### src/logic/shell_volley_defines.svh
`ifndef SHELL_VOLLEY_DEFINES_SVH
`define SHELL_VOLLEY_DEFINES_SVH

// ***********************************************************
// field widths
// ***********************************************************
`define SV_COORD_W      10
`define SV_SCORE_W      8
`define SV_ANGLE_W      4
`define SV_STATE_W      7
`define SV_NUM_ANGLES   8

// one-hot game states of which only idle and play matter here
`define SV_STATE_IDLE   7'b0000001
`define SV_STATE_PLAY   7'b0001000

// ***********************************************************
// per-angle flight constants
// ***********************************************************
// launch point, signed step per tick, end axis and edge value
`define SV_A1_X0        890
`define SV_A1_Y0        170
`define SV_A1_DX        (-2)
`define SV_A1_DY        1
`define SV_A1_AXIS      shell_volley_pkg::AXIS_X
`define SV_A1_EDGE      100

`define SV_A2_X0        680
`define SV_A2_Y0        90
`define SV_A2_DX        (-1)
`define SV_A2_DY        2
`define SV_A2_AXIS      shell_volley_pkg::AXIS_Y
`define SV_A2_EDGE      630

`define SV_A3_X0        300
`define SV_A3_Y0        90
`define SV_A3_DX        1
`define SV_A3_DY        2
`define SV_A3_AXIS      shell_volley_pkg::AXIS_Y
`define SV_A3_EDGE      630

`define SV_A4_X0        100
`define SV_A4_Y0        160
`define SV_A4_DX        2
`define SV_A4_DY        1
`define SV_A4_AXIS      shell_volley_pkg::AXIS_X
`define SV_A4_EDGE      890

// angle 5 ends on the right edge like angle 4
`define SV_A5_X0        100
`define SV_A5_Y0        530
`define SV_A5_DX        2
`define SV_A5_DY        (-1)
`define SV_A5_AXIS      shell_volley_pkg::AXIS_X
`define SV_A5_EDGE      890

`define SV_A6_X0        300
`define SV_A6_Y0        630
`define SV_A6_DX        1
`define SV_A6_DY        (-2)
`define SV_A6_AXIS      shell_volley_pkg::AXIS_Y
`define SV_A6_EDGE      90

`define SV_A7_X0        740
`define SV_A7_Y0        630
`define SV_A7_DX        (-1)
`define SV_A7_DY        (-2)
`define SV_A7_AXIS      shell_volley_pkg::AXIS_Y
`define SV_A7_EDGE      90

// launches 10 px further right than angle 1 and flies 400 ticks
`define SV_A8_X0        900
`define SV_A8_Y0        530
`define SV_A8_DX        (-2)
`define SV_A8_DY        (-1)
`define SV_A8_AXIS      shell_volley_pkg::AXIS_X
`define SV_A8_EDGE      100

`endif

### src/logic/shell_volley_pkg.sv
`include "shell_volley_defines.svh"

package shell_volley_pkg;

    // ***********************************************************
    // screen and game types
    // ***********************************************************

    // one screen coordinate, x or y
    typedef logic [`SV_COORD_W-1:0] coord_t;

    // point count that wraps at 256
    typedef logic [`SV_SCORE_W-1:0] score_t;

    // angle selector
    // 1 to 8 select a shell and 0 or 9..15 select none
    typedef logic [`SV_ANGLE_W-1:0] angle_t;

    // one-hot state code from the game FSM
    typedef logic [`SV_STATE_W-1:0] game_state_t;

    // ***********************************************************
    // flight end axis
    // ***********************************************************

    // which coordinate is compared against the edge value
    typedef enum logic
    {
        AXIS_X = 1'b0,
        AXIS_Y = 1'b1
    } edge_axis_t;

endpackage

### src/logic/shell_if.sv
`timescale 1ns/1ps

// one shell's view toward the scorer and the top outputs
interface shell_if;

    // shell is flying
    logic                       en;

    // current position
    shell_volley_pkg::coord_t   x;
    shell_volley_pkg::coord_t   y;

    // end-axis coordinate sits on the edge value
    logic                       arrive;

    // owned by the angle's track
    modport track
    (
        output en,
        output x,
        output y,
        output arrive
    );

    // scorer only needs the arrival flag
    modport score
    (
        input arrive
    );

endinterface

### src/logic/shell_track.sv
`timescale 1ns/1ps
`include "shell_volley_defines.svh"

module shell_track
#(
    parameter int                           ANGLE_ID = 1,
    parameter shell_volley_pkg::coord_t     X0       = '0,
    parameter shell_volley_pkg::coord_t     Y0       = '0,
    parameter int                           DX       = 1,
    parameter int                           DY       = 1,
    parameter shell_volley_pkg::edge_axis_t AXIS     = shell_volley_pkg::AXIS_X,
    parameter shell_volley_pkg::coord_t     EDGE     = '0
)
(
    input  logic                            clk,
    input  logic                            rst_n,
    input  logic                            tick,
    input  logic                            move_en,
    input  shell_volley_pkg::game_state_t   state,
    input  shell_volley_pkg::angle_t        angle,
    shell_if.track                          shell
);

    // ***********************************************************
    // local state and decode
    // ***********************************************************

    // step sizes as coordinate-wide two's complement
    localparam shell_volley_pkg::coord_t STEP_X = shell_volley_pkg::coord_t'(DX);
    localparam shell_volley_pkg::coord_t STEP_Y = shell_volley_pkg::coord_t'(DY);

    logic                       en_q;
    shell_volley_pkg::coord_t   x_q;
    shell_volley_pkg::coord_t   y_q;

    logic                       selected;
    logic                       playing;
    logic                       on_edge;

    // this angle is the one being aimed
    assign selected = (angle == shell_volley_pkg::angle_t'(ANGLE_ID));

    // stage allows flight at all
    assign playing  = move_en && (state == `SV_STATE_PLAY);

    // compare only the axis that ends the flight
    assign on_edge  = (AXIS == shell_volley_pkg::AXIS_X) ? (x_q == EDGE) : (y_q == EDGE);

    // ***********************************************************
    // enable flag
    // ***********************************************************

    always_ff @(posedge clk or negedge rst_n)
    begin
        if (!rst_n)
        begin
            en_q <= 1'b0;
        end
        else if (tick)
        begin
            // play over or stage halted
            if (!playing)
            begin
                en_q <= 1'b0;
            end
            // aimed here so fire or keep flying
            else if (selected)
            begin
                en_q <= 1'b1;
            end
            // aim moved away so stop once the flight ends
            else if (on_edge)
            begin
                en_q <= 1'b0;
            end
        end
    end

    // ***********************************************************
    // position
    // ***********************************************************

    always_ff @(posedge clk or negedge rst_n)
    begin
        if (!rst_n)
        begin
            x_q <= X0;
            y_q <= Y0;
        end
        else if (tick)
        begin
            if (move_en && en_q)
            begin
                // edge reached so back to launch
                if (on_edge)
                begin
                    x_q <= X0;
                    y_q <= Y0;
                end
                else
                begin
                    x_q <= x_q + STEP_X;
                    y_q <= y_q + STEP_Y;
                end
            end
            else
            begin
                // parked at launch while idle
                x_q <= X0;
                y_q <= Y0;
            end
        end
    end

    // out onto the bus
    assign shell.en     = en_q;
    assign shell.x      = x_q;
    assign shell.y      = y_q;
    assign shell.arrive = on_edge;

endmodule

### src/logic/shot_score.sv
`timescale 1ns/1ps
`include "shell_volley_defines.svh"

module shot_score
(
    input  logic                            clk,
    input  logic                            rst_n,
    input  logic                            tick,
    input  shell_volley_pkg::game_state_t   state,
    shell_if.score                          shells [`SV_NUM_ANGLES],
    output shell_volley_pkg::score_t        score
);

    // ***********************************************************
    // arrival collection
    // ***********************************************************

    logic [`SV_NUM_ANGLES-1:0]  arrive_vec;
    logic                       any_arrive;

    // gather the arrival flag of every angle
    for (genvar i = 0; i < `SV_NUM_ANGLES; i++)
    begin : g_arrive
        assign arrive_vec[i] = shells[i].arrive;
    end

    // several shells on the same tick still count once
    assign any_arrive = |arrive_vec;

    // ***********************************************************
    // point counter
    // ***********************************************************

    always_ff @(posedge clk or negedge rst_n)
    begin
        if (!rst_n)
        begin
            score <= '0;
        end
        else if (tick)
        begin
            // new game starts from zero
            if (state == `SV_STATE_IDLE)
            begin
                score <= '0;
            end
            // free-running wrap at 256
            else if (any_arrive)
            begin
                score <= score + 1'b1;
            end
        end
    end

endmodule

### src/logic/shell_volley.sv
`timescale 1ns/1ps
`include "shell_volley_defines.svh"

module shell_volley
(
    input  logic                                                clk,
    input  logic                                                rst_n,
    input  logic                                                tick,
    input  logic                                                move_en,
    input  shell_volley_pkg::game_state_t                       state,
    input  shell_volley_pkg::angle_t                            angle,
    output logic [`SV_NUM_ANGLES-1:0]                           shell_en,
    output shell_volley_pkg::coord_t [`SV_NUM_ANGLES-1:0]       shell_x,
    output shell_volley_pkg::coord_t [`SV_NUM_ANGLES-1:0]       shell_y,
    output shell_volley_pkg::score_t                            score
);

    // one bus per angle with index n-1 for angle n
    shell_if shell_bus [`SV_NUM_ANGLES] ();

    // ***********************************************************
    // per-angle tracks
    // ***********************************************************

    for (genvar g = 0; g < `SV_NUM_ANGLES; g++)
    begin : g_angle
        // pick the flight constants for angle g+1
        case (g + 1)
            1:
            begin : g_a1
                shell_track #(.ANGLE_ID(1), .X0(`SV_A1_X0), .Y0(`SV_A1_Y0),
                    .DX(`SV_A1_DX), .DY(`SV_A1_DY), .AXIS(`SV_A1_AXIS), .EDGE(`SV_A1_EDGE))
                u_track (.clk(clk), .rst_n(rst_n), .tick(tick), .move_en(move_en),
                    .state(state), .angle(angle), .shell(shell_bus[g]));
            end
            2:
            begin : g_a2
                shell_track #(.ANGLE_ID(2), .X0(`SV_A2_X0), .Y0(`SV_A2_Y0),
                    .DX(`SV_A2_DX), .DY(`SV_A2_DY), .AXIS(`SV_A2_AXIS), .EDGE(`SV_A2_EDGE))
                u_track (.clk(clk), .rst_n(rst_n), .tick(tick), .move_en(move_en),
                    .state(state), .angle(angle), .shell(shell_bus[g]));
            end
            3:
            begin : g_a3
                shell_track #(.ANGLE_ID(3), .X0(`SV_A3_X0), .Y0(`SV_A3_Y0),
                    .DX(`SV_A3_DX), .DY(`SV_A3_DY), .AXIS(`SV_A3_AXIS), .EDGE(`SV_A3_EDGE))
                u_track (.clk(clk), .rst_n(rst_n), .tick(tick), .move_en(move_en),
                    .state(state), .angle(angle), .shell(shell_bus[g]));
            end
            4:
            begin : g_a4
                shell_track #(.ANGLE_ID(4), .X0(`SV_A4_X0), .Y0(`SV_A4_Y0),
                    .DX(`SV_A4_DX), .DY(`SV_A4_DY), .AXIS(`SV_A4_AXIS), .EDGE(`SV_A4_EDGE))
                u_track (.clk(clk), .rst_n(rst_n), .tick(tick), .move_en(move_en),
                    .state(state), .angle(angle), .shell(shell_bus[g]));
            end
            5:
            begin : g_a5
                shell_track #(.ANGLE_ID(5), .X0(`SV_A5_X0), .Y0(`SV_A5_Y0),
                    .DX(`SV_A5_DX), .DY(`SV_A5_DY), .AXIS(`SV_A5_AXIS), .EDGE(`SV_A5_EDGE))
                u_track (.clk(clk), .rst_n(rst_n), .tick(tick), .move_en(move_en),
                    .state(state), .angle(angle), .shell(shell_bus[g]));
            end
            6:
            begin : g_a6
                shell_track #(.ANGLE_ID(6), .X0(`SV_A6_X0), .Y0(`SV_A6_Y0),
                    .DX(`SV_A6_DX), .DY(`SV_A6_DY), .AXIS(`SV_A6_AXIS), .EDGE(`SV_A6_EDGE))
                u_track (.clk(clk), .rst_n(rst_n), .tick(tick), .move_en(move_en),
                    .state(state), .angle(angle), .shell(shell_bus[g]));
            end
            7:
            begin : g_a7
                shell_track #(.ANGLE_ID(7), .X0(`SV_A7_X0), .Y0(`SV_A7_Y0),
                    .DX(`SV_A7_DX), .DY(`SV_A7_DY), .AXIS(`SV_A7_AXIS), .EDGE(`SV_A7_EDGE))
                u_track (.clk(clk), .rst_n(rst_n), .tick(tick), .move_en(move_en),
                    .state(state), .angle(angle), .shell(shell_bus[g]));
            end
            default:
            begin : g_a8
                shell_track #(.ANGLE_ID(8), .X0(`SV_A8_X0), .Y0(`SV_A8_Y0),
                    .DX(`SV_A8_DX), .DY(`SV_A8_DY), .AXIS(`SV_A8_AXIS), .EDGE(`SV_A8_EDGE))
                u_track (.clk(clk), .rst_n(rst_n), .tick(tick), .move_en(move_en),
                    .state(state), .angle(angle), .shell(shell_bus[g]));
            end
        endcase

        // flatten for the sprite renderer
        assign shell_en[g] = shell_bus[g].en;
        assign shell_x[g]  = shell_bus[g].x;
        assign shell_y[g]  = shell_bus[g].y;
    end

    // ***********************************************************
    // scoring
    // ***********************************************************

    shot_score u_score
    (
        .clk    (clk),
        .rst_n  (rst_n),
        .tick   (tick),
        .state  (state),
        .shells (shell_bus),
        .score  (score)
    );

endmodule

### config.mk
export PLATFORM = sky130hd
export DESIGN_NAME = shell_volley
export DESIGN_NICKNAME = d
export VERILOG_FILES = /design/src/logic/shell_volley_pkg.sv /design/src/logic/shell_if.sv /design/src/logic/shell_track.sv /design/src/logic/shot_score.sv /design/src/logic/shell_volley.sv
export VERILOG_INCLUDE_DIRS = /design/src /design/src/logic
export SDC_FILE = /design/constraint.sdc
export NUM_CORES = 1
export LEC_CHECK = 0
export BUFFER_PORTS_ARGS = -buffer_cell sky130_fd_sc_hd__buf_2
export CAP_MARGIN = 20
export CORE_MARGIN = 4
export CORE_UTILIZATION = 45
export CTS_CLUSTER_DIAMETER = 50
export DETAILED_ROUTE_END_ITERATION = 10
export PLACE_DENSITY = 0.73
export SYNTH_ARGS = -nofsm -noshare
export SYNTH_HDL_FRONTEND = slang
export SYNTH_SLANG_ARGS = --single-unit
### constraint.sdc
create_clock -name clk -period 2.3 [get_ports clk]
set_input_delay 0.23 -clock clk [delete_from_list [all_inputs] [get_ports clk]]
set_output_delay 0.23 -clock clk [all_outputs]
set_load 0.005 [all_outputs]
Word level (Yosys, flattened, before mapping)
Cells that the tools add are included.

Output and inout bits: 176. Input bits: 15. Logic and storage cells: 146. Flip-flop bits (word level): 176.

$add $sub $neg: 17. Equal/unequal tests: 26. Muxes and demuxes: 58. Reductions and logical operators: 20.

Operator list (count): 2-to-1 mux 10 bit (32); adder 10 bit, second input constant (8); adder 10 x 1 -> 10 bit, second input constant (4); adder 10 x 2 -> 10 bit, second input constant (4); equality test 10 bit, second input constant (4); equality test 10 x 7 -> 1 bit, second input constant (4); 2-to-1 mux 1 bit (24); inequality test 3 x 1 -> 1 bit, second input constant (7); AND reduction 2 bit (9); equality test 4 x 3 -> 1 bit, second input constant (4); 2-to-1 mux 8 bit (2); logical AND 1 bit (9); adder 8 x 1 -> 8 bit, second input constant (1); equality test 4 x 2 -> 1 bit, second input constant (2); OR reduction 8 bit (1); equality test 7 x 1 -> 1 bit, second input constant (1); equality test 7 x 4 -> 1 bit, second input constant (1); equality test 4 x 1 -> 1 bit, second input constant (1); equality test 4 bit, second input constant (1); inequality test 3 x 2 -> 1 bit, second input constant (1); nonzero test 2 bit (1).

Logic depth before layout (Yosys ltp)
Gate-level depths: netlist (run 1).

Depth after elaboration: 4. Mapped depth: 8. Depth with buffers taken out: 8.

By module
Synthesis (run 1) repeated with hierarchy kept, for this count alone.

Cells, all modules: 927. Area total of the unflattened synthesis: 9502.9 um^2.

Modules (own cells, without submodules): shell_track (g_angle[1].g_a2.u_track) (area each 1196.1 um^2, cells each 119, seq. area each 510.5 um^2, instances 1); shell_track (g_angle[4].g_a5.u_track) (area each 1152.4 um^2, cells each 108, seq. area each 508.0 um^2, instances 1); shell_track (g_angle[2].g_a3.u_track) (area each 1122.3 um^2, cells each 107, seq. area each 510.5 um^2, instances 1); shell_track (g_angle[7].g_a8.u_track) (area each 1119.8 um^2, cells each 110, seq. area each 509.2 um^2, instances 1); shell_track (g_angle[5].g_a6.u_track) (area each 1112.3 um^2, cells each 112, seq. area each 513.0 um^2, instances 1); shell_track (g_angle[6].g_a7.u_track) (area each 1111.1 um^2, cells each 112, seq. area each 514.2 um^2, instances 1); shell_track (g_angle[3].g_a4.u_track) (area each 1067.3 um^2, cells each 102, seq. area each 506.7 um^2, instances 1); shell_track (g_angle[0].g_a1.u_track) (area each 1023.5 um^2, cells each 97, seq. area each 514.2 um^2, instances 1); shot_score (area each 538.0 um^2, cells each 52, seq. area each 200.2 um^2, instances 1); shell_volley (area each 60.1 um^2, cells each 8, seq. area each 0.0 um^2, instances 1).

Worst setup path after synthesis (run 1)
OpenSTA, ideal clock, no wires.

Path kind: flip-flop to flip-flop. From: register g_angle[3].g_a4.u_track.x_q[5]. To: register u_score.score[0]. Buffers on the path: 1. Arrival time: 2.008 ns. Stages on the path, launching flop included: 8. Slack: 0.167 ns. Library setup time: 0.125 ns. Path through: dfstp_2 > nand3_1 > or4_4 > and4_1 > and2_4 > buf_6 > a21o_1 > mux2_4.

Cells in the longest elaborated chain, start to end: 4.

Ends and longest elaborated chain: start, declared (RTL line shell_track.sv:33) `shell_volley_pkg::coord_t x_q;`; start signal, assigned (RTL line shell_track.sv:102) `x_q <= x_q + STEP_X;`; equality test 10 bit (RTL line shell_track.sv:47) `assign on_edge = (AXIS == shell_volley_pkg::AXIS_X) ? (x_q == EDGE) : (y_q == EDGE);`; OR reduction 8 bit (RTL line shot_score.sv:28) `assign any_arrive = |arrive_vec;`; nonzero test 2 bit (no source line); AND reduction 2 bit (no source line); end signal, assigned (RTL line shot_score.sv:50) `score <= score + 1'b1;`; end, declared (RTL line shot_score.sv:11) `output shell_volley_pkg::score_t score`.

No other way between the ends. A chain may end at the register's enable or synchronous reset.

Final worst setup path (run 1)
From: register g_angle[4].g_a5.u_track.x_q[5]. To: register u_score.score[0].

Cells in the longest elaborated chain, start to end: 4.

Ends and longest elaborated chain (RTL line): start, declared (shell_track.sv:33); start signal, assigned (shell_track.sv:102); equality test 10 bit (shell_track.sv:47); OR reduction 8 bit (shot_score.sv:28); nonzero test 2 bit (no source line); AND reduction 2 bit (no source line).

No other way between the ends.

==> out/qor_table.md, run 1 <==
| Stage | Result | Reported |
| --- | --- | --- |
| status | Run status | completed |
| route | M1 wire length | 9.563 mm |
| route | Via count | 6990 |
| yosys | Post-synthesis cell type with the largest combined area | dfrtp_1 |
| floorplan | Count of standard-cell rows | 49 |
| power | Total power | 6.247 mW |
| global route | Final global-route overflow total | 0 |
| floorplan | Floorplan die height | 144.8 µm |
| yosys | Count of mapped cells out of synthesis | 875 |
| worst setup path | Launch instance of the worst register-to-register path | g_angle[4].g_a5.u_track.shell.x[5] |
| floorplan | Effective utilization at floorplan | 46.37% |
| power | Switching portion of total power | 22.83% |
| clock network | Depth of the CTS H-tree | 4 |
| yosys | Number of distinct standard cells referenced by the synthesized netlist | 61 |
| yosys | Share of the synthesized area in the top cell type | 30.33% |
| sta | Final worst-path cycle share | 94.48% |
| clock network | Buffers from clock root to sink, at most | 2 |
| sta | Maximum clock frequency | 0.4602 GHz |
| power | Internal power contribution | 4.821 mW |
| finish | Highest-count cells in the layout ignoring fill and taps | 180 x buf_2, 137 x nand2_1, 102 x dfrtp_1 |
| place | Placed cell area | 9639 µm² |
| sta | Clock skew | 8.920 ps |
| place | Number of buffers added on ports | 182 |
| route | Number of vias per cell | 5.340 |
| yosys | Top FF cell, synth | dfrtp_1 |
| sta | Post-Route Setup TNS | 0 ps |
| min path | Worst hold path depth | 2 |
| power | Clock Power Share | 47.3% |
| global route | Via count of the first global-routing pass | 6800 |
| clock network | Total clock buffers created by CTS | 17 |
| global route | Antenna violations before repair | 2 |
| yosys | Fraction of registers with async set or reset after synthesis | 100.0% |
| power | Net switching power | 1.426 mW |
| global route | Maximum number of pins on one net before global-route repair | 48 |
| power | Proportion of power drawn by combinational gates | 4.5% |
| finish | Number of fill cells | 1653 |
| clock network | CTS tree | done |
| min path | Hold Startpoint | angle[3] |
| floorplan | Die area | 20950 µm² |
| power | Worst VDD drop | 0.4798 mV |
| clock network | Latest clock arrival within the worst-skew pair | 420 ps |
| clock network | CTS-repair resized insts | 0 |
| finish | Layout cells sized above 1 | 29.54% |
| finish | Final standard cell area without fillers | 10260 µm² |
| yosys | Post-synthesis instance area | 8416 µm² |
| sta | Final min period | 2173 ps |
| finish | Diode insertion count for antenna repair | 0 |
| sta | Final count of negative-setup-slack endpoints | 0 |
| yosys | Average instance area after synthesis | 9.618 µm² |
| clock network | CTS sink count | 168 |
| floorplan | Count of pins on the block boundary | 191 |
| global route | Wire length of the first global-routing pass | 34.89 mm |
| run | Maximum capacitance violations | 0 |
| sta | Worst-case headroom to the max-slew limit | 64.13% |
| clock network | Clock input transition at the sequential cells of the worst setup and hold paths | 70 ps |
| finish | Share of the core filled with cells | 56.53% |
| clock network | # Post-CTS Setup Buffers | 0 |
| worst setup path | Type of destination of the critical path | register |
| finish | Net count reported at finish | 1099 |
| place | GPL Wtd Cong | 0.8362 |
| min path | Worst Hold Endpoint | g_angle[7].g_a8.u_track.shell.en |
| sta | Number of pins with negative max-slew slack in the final report | 0 |
| place | Post-DP HPWL | 15.41 mm |
| power | Register share of total power | 48.2% |
| route | Initial DRC count | 366 |
| yosys | Number of storage elements in the synthesis netlist | 168 |
| route | WL per Instance | 16.18 µm |
| worst setup path | CP Class | register to register |
| clock network | Master cell of the clock root buffer | clkbuf_16 |
| min path | Hold crit path type | input port to register |
| floorplan | Core region area | 18150 µm² |
| route | Routed length on met2 | 10.15 mm |
| finish | Most common cell after layout, fill and taps aside | buf_2 |
| route | Number of detailed-route iterations in the first pass | 5 |
| sta | Slew @ Worst Pin | 538.1 ps |
| route | Sum of met3 wire segment lengths after detailed routing | 1.258 mm |
| yosys | YS warnings | 0 |
| sta | Unrepaired setup endpoints after global routing | false |
| route | Total length of routed wires | 21.18 mm |
| yosys | Number of flops mapped to enable cells by yosys | 0 |
| yosys | Largest cells by area after synthesis | dfrtp_1 30%, dfstp_2 21%, nand2_1 6.1% |
| worst setup path | Register-to-register path setup slack | 130 ps |
| floorplan | Die W | 144.8 µm |
| route | Highest metal layer with signal wires | met5 |
| worst setup path | Maximum fanout along the worst path | 7 |
| worst setup path | Worst endpoint data arrival time | 2480 ps |
| global route | Total global-route track usage | 20.64% |
| route | Antenna viol nets, final | 0 |
| sta | Final Hold Fails | 0 |
| route | Residual DRC count | 0 |
| power | Leak | 4.653 nW |
| power | Power Dens Cells | 608.9 nW/µm² |
| yosys | Post-synthesis sequential area ratio | 50.94% |
| worst setup path | Required time reported for the critical path endpoint | 2600 ps |
| worst setup path | Reg2reg path depth | 6 |
| worst setup path | Crit path launch type | register |
| finish | Synth-to-Final Area Change | 21.90% |
| worst setup path | Reg-to-reg endpoint | u_score.score[0] |
-- worst max-delay path: stages, from the launching register on --
cell	delay [ps]
dfstp_2	570
nand3_1	150
or3_1	470
and4b_1	260
and2_4	190
a21o_1	170
mux2_4	250
-- synthesized netlist by cell type (16+ instances only) --
library cell,number
nand2_1,137
dfrtp_1,102
nor2_1,100
dfstp_2,66
xor2_1,52
nand3_1,45
o21ai_0,37
xnor2_1,35
a21oi_1,27
and3_1,23
inv_1,20
nand4_1,19
nor3_1,19
clkbuf_1,17
ha_1,17
nor4_1,17
buf_4,16
-- worst max-delay path by stage --
stage	startpoint	endpoint	slack, ps	depth (start not counted)
floorplan	g_angle[3].g_a4.u_track.shell.x[5]	u_score.score[0]	170	7
global route	g_angle[4].g_a5.u_track.shell.x[5]	u_score.score[0]	60	6
detailed placement	g_angle[4].g_a5.u_track.shell.x[5]	u_score.score[0]	150	6
finish	g_angle[4].g_a5.u_track.shell.x[5]	u_score.score[0]	130	6
CTS	g_angle[4].g_a5.u_track.shell.x[5]	u_score.score[0]	140	6
global placement	g_angle[4].g_a5.u_track.shell.x[5]	u_score.score[0]	190	6
-- layout make-up --
type | count | area (µm²) | share of cell area (%)
Multi-Input combinational cell | 654 | 3861 | 37.64
Timing Repair Buffer | 206 | 1140 | 11.11
Clock buffer | 18 | 439.2 | 4.281
Inverter | 20 | 75.07 | 0.7318
Tap cell | 229 | 286.5 | 2.793
Clock inverter | 14 | 170.2 | 1.659
Sequential cell | 168 | 4287 | 41.79
-- per-layer routing --
layer  up-vias  GRT usage (%)
met2       167          33.62
met1      3399          27.48
li1       3405              -
met3        15          5.751
met5         -              0
met4         4          4.958
-- logic make-up (layout without fill, tap and decap cells) --
logic type	after synthesis	count (layout)	synth area share [%]
and+or+nand+nor	408	408	23.22
xor gates and xnor gates	87	87	9.054
AOI/OAI and AO/OA	122	122	9.203
DFF	168	168	50.94
adders and majority gates	17	17	2.527
buffers and inverters	60	258	3.494
muxes	12	12	1.516
other	1	8	0.04456
-- flip-flops by register name, indices dropped and copies added (netlist names), 10 cells and up --
signal and count:
g_angle.g_a1.u_track.shell.y 10, g_angle.g_a8.u_track.shell.y 10, g_angle.g_a3.u_track.shell.x 10, g_angle.g_a4.u_track.shell.y 10, g_angle.g_a2.u_track.shell.x 10, g_angle.g_a6.u_track.shell.x 10
g_angle.g_a5.u_track.shell.y 10, g_angle.g_a7.u_track.shell.x 10
-- stage by stage --
stage          setup WS, ps  hold WS (ps)  instances
6_report              126.9         72.40       1309
5_1_grt               58.38         55.62       1309
4_1_cts               135.3         51.12       1309
3_5_place_dp          152.0         196.9       1276
3_3_place_gp          192.1         198.4       1276
2_1_floorplan         167.4        -65.59        882
-- power by group through the flow --
stage               sequential [mW]  clock [mW]  combinational [mW]
finish                         3.01        2.95               0.281
global route                   3.01        3.15               0.321
CTS                            3.01        3.01               0.290
detailed placement             3.06           0               0.287
global placement               3.06           0               0.285
floorplan                      3.06           0               0.133
-- what timing repair did --
item	CTS	global route
endpoints found under the setup margin	0	0
hold buffers	1	0
hold endpoints to repair	32	0
No activity file was read; power rests on OpenSTA's default activity.
==> run 2, diff against run 1 <==
--- a/config.mk
+++ b/config.mk
@@ -13,6 +13,7 @@
 export CTS_CLUSTER_DIAMETER = 50
 export DETAILED_ROUTE_END_ITERATION = 10
 export PLACE_DENSITY = 0.73
+export REMOVE_ABC_BUFFERS = 1
 export SYNTH_ARGS = -nofsm -noshare
 export SYNTH_HDL_FRONTEND = slang
 export SYNTH_SLANG_ARGS = --single-unit
==> out/qor_table.md, run 2 (synthesized netlist as in run 1, its figures left out) <==
| Stage | Result | Reported |
| --- | --- | --- |
| floorplan | Die area | 20950 µm² |
| route | Antenna viol nets, final | 0 |
| min path | Worst Hold Endpoint | g_angle[7].g_a8.u_track.shell.en |
| global route | M1 GR Usage | 28.68% |
| worst setup path | Register-to-register path setup slack | 140 ps |
| place | Cell count after placement | 1278 |
| worst setup path | Reg2reg path depth | 6 |
| floorplan | Core region area | 18150 µm² |
| route | Initial DRC count | 345 |
| route | WL per Instance | 16.43 µm |
| worst setup path | Worst endpoint data arrival time | 2470 ps |
| sta | Final min period | 2157 ps |
| global route | Total global-route track usage | 20.62% |
| global route | M3 GR Usage | 4.699% |
| finish | Diode insertion count for antenna repair | 0 |
| global route | Maximum number of pins on one net before global-route repair | 68 |
| clock network | Depth of the CTS H-tree | 4 |
| clock network | CTS tree | done |
| floorplan | Floorplan die height | 144.8 µm |
| route | Via count | 7033 |
| clock network | Master cell of the clock root buffer | clkbuf_16 |
| finish | Synth-to-Final Area Change | 22.14% |
| global route | Antenna violations before repair | 0 |
| floorplan | Die W | 144.8 µm |
| sta | Maximum clock frequency | 0.4637 GHz |
| worst setup path | CP Class | register to register |
| power | Worst VDD drop | 0.5156 mV |
| floorplan | Count of pins on the block boundary | 191 |
| sta | Final Hold Fails | 0 |
| worst setup path | Maximum fanout along the worst path | 7 |
| clock network | Latest clock arrival within the worst-skew pair | 420 ps |
| sta | Post-Route Setup TNS | 0 ps |
| sta | Clock skew | 10.23 ps |
| floorplan | Effective utilization at floorplan | 46.37% |
| finish | Layout cells sized above 1 | 29.67% |
| place | Number of buffers added on ports | 182 |
| power | Total power | 6.290 mW |
| worst setup path | Launch instance of the worst register-to-register path | g_angle[4].g_a5.u_track.shell.x[5] |
| global route | Final global-route overflow total | 0 |
| clock network | CTS sink count | 168 |
| floorplan | Count of standard-cell rows | 49 |
| global route | Wire length of the first global-routing pass | 34.69 mm |
| route | Total length of routed wires | 21.54 mm |
| clock network | CTS-repair resized insts | 0 |
| run | Maximum capacitance violations | 0 |
| worst setup path | Required time reported for the critical path endpoint | 2610 ps |
| place | Post-DP HPWL | 15.49 mm |
| power | Power Dens Cells | 612.0 nW/µm² |
| global route | Via count of the first global-routing pass | 6753 |
| worst setup path | Type of destination of the critical path | register |
| clock network | Clock input transition at the sequential cells of the worst setup and hold paths | 70 ps |
| sta | Final worst-path cycle share | 93.76% |
| power | Leak | 4.651 nW |
| route | Number of vias per cell | 5.365 |
| finish | Highest-count cells in the layout ignoring fill and taps | 180 x buf_2, 137 x nand2_1, 102 x dfrtp_1 |
| place | GPL Wtd Cong | 0.8679 |
| clock network | Buffers from clock root to sink, at most | 2 |
| finish | Most common cell after layout, fill and taps aside | buf_2 |
| min path | Worst hold path depth | 2 |
| sta | Number of pins with negative max-slew slack in the final report | 0 |
| route | Residual DRC count | 0 |
| clock network | Total clock buffers created by CTS | 17 |
| worst setup path | Crit path launch type | register |
| min path | Hold crit path type | input port to register |
| worst setup path | Reg-to-reg endpoint | u_score.score[0] |
| finish | Net count reported at finish | 1101 |
| finish | Non-Filler Instances | 1311 |
| sta | Unrepaired setup endpoints after global routing | false |
| sta | Slew @ Worst Pin | 545.8 ps |
| min path | Hold Startpoint | angle[3] |
| status | Run status | completed |
| route | Number of detailed-route iterations in the first pass | 4 |
| global route | Busiest grt layer | met2 |
| global route | Global-route track usage on met2 | 32.74% |
| sta | Final count of negative-setup-slack endpoints | 0 |
| sta | Worst-case headroom to the max-slew limit | 63.28% |
-- run 2: stage by stage --
step	area [µm²]	util, %	worst slack (ps)	hold WS (ps)
after floorplan	8223	-	255.0	-65.59
after global placement	9654	53.20	185.7	224.7
after detailed placement	9654	53.20	163.3	224.7
after CTS	10280	56.64	148.4	47.46
after global routing	10280	56.64	39.38	61.80
final	10280	56.64	143.5	71.15
-- run 2: worst max path at each step --
stage,to,cells past startpoint,from
floorplan,u_score.score[0],6,g_angle[3].g_a4.u_track.shell.x[5]
global route,u_score.score[7],6,g_angle[3].g_a4.u_track.shell.x[5]
finish,u_score.score[0],6,g_angle[4].g_a5.u_track.shell.x[5]
CTS,u_score.score[0],6,g_angle[1].g_a2.u_track.shell.y[7]
global placement,u_score.score[0],6,g_angle[3].g_a4.u_track.shell.x[5]
detailed placement,u_score.score[0],6,g_angle[1].g_a2.u_track.shell.y[7]
-- run 2: routing by layer --
layer | routed length, µm | part of all wire, %
met1 | 9828 | 46
met5 | 0 | 0
met4 | 214 | 0.99
met3 | 1276 | 5.9
met2 | 10220 | 47
-- run 2: area by class of cell --
class | count | area [µm²]
clock buffers | 17 | 425.4
repair buffers | 208 | 1155
flip-flops and latches | 168 | 4287
multi-input cells | 654 | 3861
clock inverters | 15 | 188.9
inverters | 20 | 75.07
fillers | 1616 | 7869
well taps | 229 | 286.5
-- run 2: power breakdown --
part	internal, mW	switching [mW]	total (mW)
Combinational	0.0892	0.199	0.288
Clock	1.73	1.26	2.99
Sequential	2.99	0.0236	3.01
Total	4.81	1.48	6.29
-- run 2: timing repair --
| item | CTS | global route |
|---|---|---|
| endpoints found under the hold margin | 33 | 0 |
| hold buffers | 1 | 0 |
| setup buffers | 0 | 0 |
-- run 2: worst max-delay path: stages, from the launching register on --
cell     delay, ps
dfstp_2        570
nand3_1        110
or3_1          490
and4b_1        270
and2_4         190
a21o_1         170
mux2_4         250
==> run 3, diff against run 2 <==
--- a/config.mk
+++ b/config.mk
@@ -12,8 +12,9 @@
 export CORE_UTILIZATION = 45
 export CTS_CLUSTER_DIAMETER = 50
 export DETAILED_ROUTE_END_ITERATION = 10
-export PLACE_DENSITY = 0.73
+export PLACE_DENSITY = 0.7
 export REMOVE_ABC_BUFFERS = 1
 export SYNTH_ARGS = -nofsm -noshare
 export SYNTH_HDL_FRONTEND = slang
+export SYNTH_HIERARCHICAL = 1
 export SYNTH_SLANG_ARGS = --single-unit
==> out/qor_table.md, run 3 <==
| Stage | Result | Reported |
| --- | --- | --- |
| clock network | Buffers from clock root to sink, at most | 2 |
| yosys | Top FF cell, synth | dfrtp_1 |
| sta | Final count of negative-setup-slack endpoints | 0 |
| floorplan | Die area | 23510 µm² |
| yosys | Fraction of registers with async set or reset after synthesis | 100.0% |
| finish | Share of the core filled with cells | 55.59% |
| worst setup path | Cell family with most CP delay | simple AND/OR/NAND/NOR gates |
| power | Worst VDD drop | 0.4564 mV |
| route | Antenna viol nets, final | 0 |
| yosys | Largest cells by area after synthesis | dfrtp_1 27%, dfstp_2 18%, xor2_1 4.1% |
| sta | Post-Route Setup TNS | 0 ps |
| route | Initial DRC count | 377 |
| clock network | Depth of the CTS H-tree | 4 |
| worst setup path | CP max stage cell | dfstp_2 |
| clock network | Clock input transition at the sequential cells of the worst setup and hold paths | 60 ps |
| yosys | Cell with the most instances after synthesis | dfrtp_1 |
| global route | Total global-route track usage | 19.71% |
| global route | Wire length of the first global-routing pass | 38.85 mm |
| route | Residual DRC count | 0 |
| floorplan | Count of pins on the block boundary | 191 |
| place | Pre-CTS worst setup slack | -33.51 ps |
| power | Total power | 6.103 mW |
| floorplan | Floorplan die height | 153.3 µm |
| finish | Layout cells sized above 1 | 33.19% |
| yosys | Post-synthesis sequential area ratio | 45.11% |
| worst setup path | Maximum single-stage delay on the critical path | 520 ps |
| yosys | Most common library cells after synthesis | 102 x dfrtp_1, 78 x nand2_1, 66 x dfstp_2 |
| place | Number of buffers added on ports | 182 |
| power | Leak | 4.779 nW |
| finish | Net count reported at finish | 1152 |
| sta | Final worst-path cycle share | 94.81% |
| min path | Hold crit path type | input port to register |
| floorplan | Count of standard-cell rows | 52 |
| yosys | Number of distinct standard cells referenced by the synthesized netlist | 99 |
| yosys | YS warnings | 6 |
| clock network | CTS tree | done |
| sta | Slew @ Worst Pin | 566.0 ps |
| finish | Most common cell after layout, fill and taps aside | buf_2 |
| clock network | Total clock buffers created by CTS | 17 |
| route | Total length of routed wires | 23.52 mm |
| worst setup path | Maximum fanout along the worst path | 5 |
| sta | Maximum clock frequency | 0.4586 GHz |
| clock network | CTS sink count | 168 |
| floorplan | Die W | 153.3 µm |
| sta | Post-Route Hold Slack | 150.5 ps |
| yosys | Post-synthesis cell type with the largest combined area | dfrtp_1 |
| route | Number of detailed-route iterations in the first pass | 5 |
| floorplan | Effective utilization at floorplan | 46.37% |
| yosys | Share of the synthesized area in the top cell type | 26.86% |
| floorplan | Core region area | 20490 µm² |
| sta | Worst-case headroom to the max-slew limit | 62.02% |
| global route | Antenna violations before repair | 6 |
| route | Via count | 7918 |
| power | Power Dens Cells | 535.8 nW/µm² |
| clock network | Master cell of the clock root buffer | clkbuf_16 |
| worst setup path | CP Class | register to register |
| place | Post-DP HPWL | 17.16 mm |
| worst setup path | Cell Chain, Critical Path | or4b_4 > nor3_2 > buf_4 > nor4_4 > and2_1 > or3_1 > o311ai_1 |
| global route | Maximum number of pins on one net before global-route repair | 56 |
| sta | Number of pins with negative max-slew slack in the final report | 0 |
| yosys | Count of mapped cells out of synthesis | 927 |
| finish | Highest-count cells in the layout ignoring fill and taps | 180 x buf_2, 101 x dfrtp_1, 78 x nand2_1 |
| sta | Worst Setup Slack, final | 119.4 ps |
| route | Number of vias per cell | 5.632 |
| run | Maximum capacitance violations | 0 |
| yosys | Average instance area after synthesis | 10.25 µm² |
| worst setup path | Type of destination of the critical path | register |
| place | GPL Wtd Cong | 0.8020 |
| yosys | Number of flops mapped to enable cells by yosys | 0 |
| worst setup path | Worst endpoint data arrival time | 2490 ps |
| worst setup path | Crit path launch type | register |
| sta | Final Hold Fails | 0 |
| sta | Unrepaired setup endpoints after global routing | false |
| sta | Clock skew | 11.38 ps |
| yosys | Number of storage elements in the synthesis netlist | 168 |
| global route | Final global-route overflow total | 0 |
| status | Run status | completed |
| sta | Final min period | 2181 ps |
| route | WL per Instance | 16.73 µm |
| clock network | Latest clock arrival within the worst-skew pair | 420 ps |
| worst setup path | Required time reported for the critical path endpoint | 2610 ps |
| worst setup path | Worst Path Buf+Inv | 1 |
| global route | Via count of the first global-routing pass | 7536 |
| yosys | Post-synthesis instance area | 9503 µm² |
| finish | Synth-to-Final Area Change | 19.88% |
==> run 3: changes by cell type in the layout (fill, tap and decap cells not counted), sizes merged, moves of 12 or more <==
cell    previous run  this run
a22oi              6        22
and3              23         9
nand4             19        37
buf              207       219
nor4b              8        24
or3                6        28
xnor2             35        20
nand2            137        79
or4                3        20
o211ai             3        18
nor2             100        63
o21ai             37        52
==> run 3: power breakdown <==
group,switching (mW),total [mW],internal (mW)
clock network,1.21,2.83,1.62
logic,0.208,0.294,0.0855
registers,0.0121,2.98,2.97
==> run 3: final timing paths <==
kind / start / end / slack [ps] / cells past startpoint
setup / recovery: g_angle[1].g_a2.u_track/shell.y[6] / u_score/score[5] / 120 / 7
hold / removal: tick / g_angle[7].g_a8.u_track/shell.x[2] / 150 / 3
setup reg to reg: g_angle[1].g_a2.u_track/shell.y[6] / u_score/score[5] / 120 / 7
hold reg to reg: g_angle[1].g_a2.u_track/shell.x[9] / g_angle[1].g_a2.u_track/shell.x[9] / 520 / 2
max in group asynchronous: rst_n / g_angle[5].g_a6.u_track/shell.y[9] / 1270 / 3
min in group asynchronous: rst_n / g_angle[3].g_a4.u_track/shell.y[4] / 330 / 2
==> run 3: metal layers <==
layer / vias up / wire, µm / GRT usage (%)
li1: 3833 / - / -
met1: 3868 / 10820 / 26.66
met2: 181 / 11060 / 31.93
met3: 28 / 1398 / 5.033
met4: 8 / 208 / 4.709
met5: - / 37 / 0
==> run 3: logic make-up after synthesis <==
family / count (synthesis) / share of synthesized area [%]
compound gates: 190 / 15.05
xor+xnor: 65 / 5.991
fa+ha+maj: 17 / 2.238
buf+inv: 74 / 4.292
flops: 168 / 45.11
mux: 11 / 1.211
other cells: 8 / 0.3160
simple gates: 394 / 25.79
==> run 3: tightest hold or removal path: cells and delay by family <==
family	cells	cell delay (ps)
simple gates	1	110
buf+inv	1	170
compound gates	1	50
==> run 3: area by class of cell <==
type / instances / area, µm²
Fill cell: 1880 / 9102
Multi-Input combinational cell: 685 / 4828
Sequential cell: 168 / 4288
Timing Repair Buffer: 220 / 1249
Clock buffer: 20 / 436.7
Tap cell: 270 / 337.8
Clock inverter: 12 / 140.1
Inverter: 28 / 105.1
Antenna cell: 3 / 7.507
==> run 3: stage by stage <==
step	area (µm²)	instances
CTS	11360	1402
global route	11390	1404
global placement	10770	1369
detailed placement	10770	1369
floorplan	9200	881
finish	11390	1406
==> run 3: what timing repair did <==
| action | in CTS | in global routing |
|---|---|---|
| buffers inserted | 0 | 1 |
| hold buffers | 1 | 0 |
| pin swaps | 1 | 1 |
| hold endpoints to repair | 28 | 0 |
| gates resized for setup | 2 | 4 |
| gates cloned | 0 | 0 |
| setup endpoints to repair | 1 | 4 |
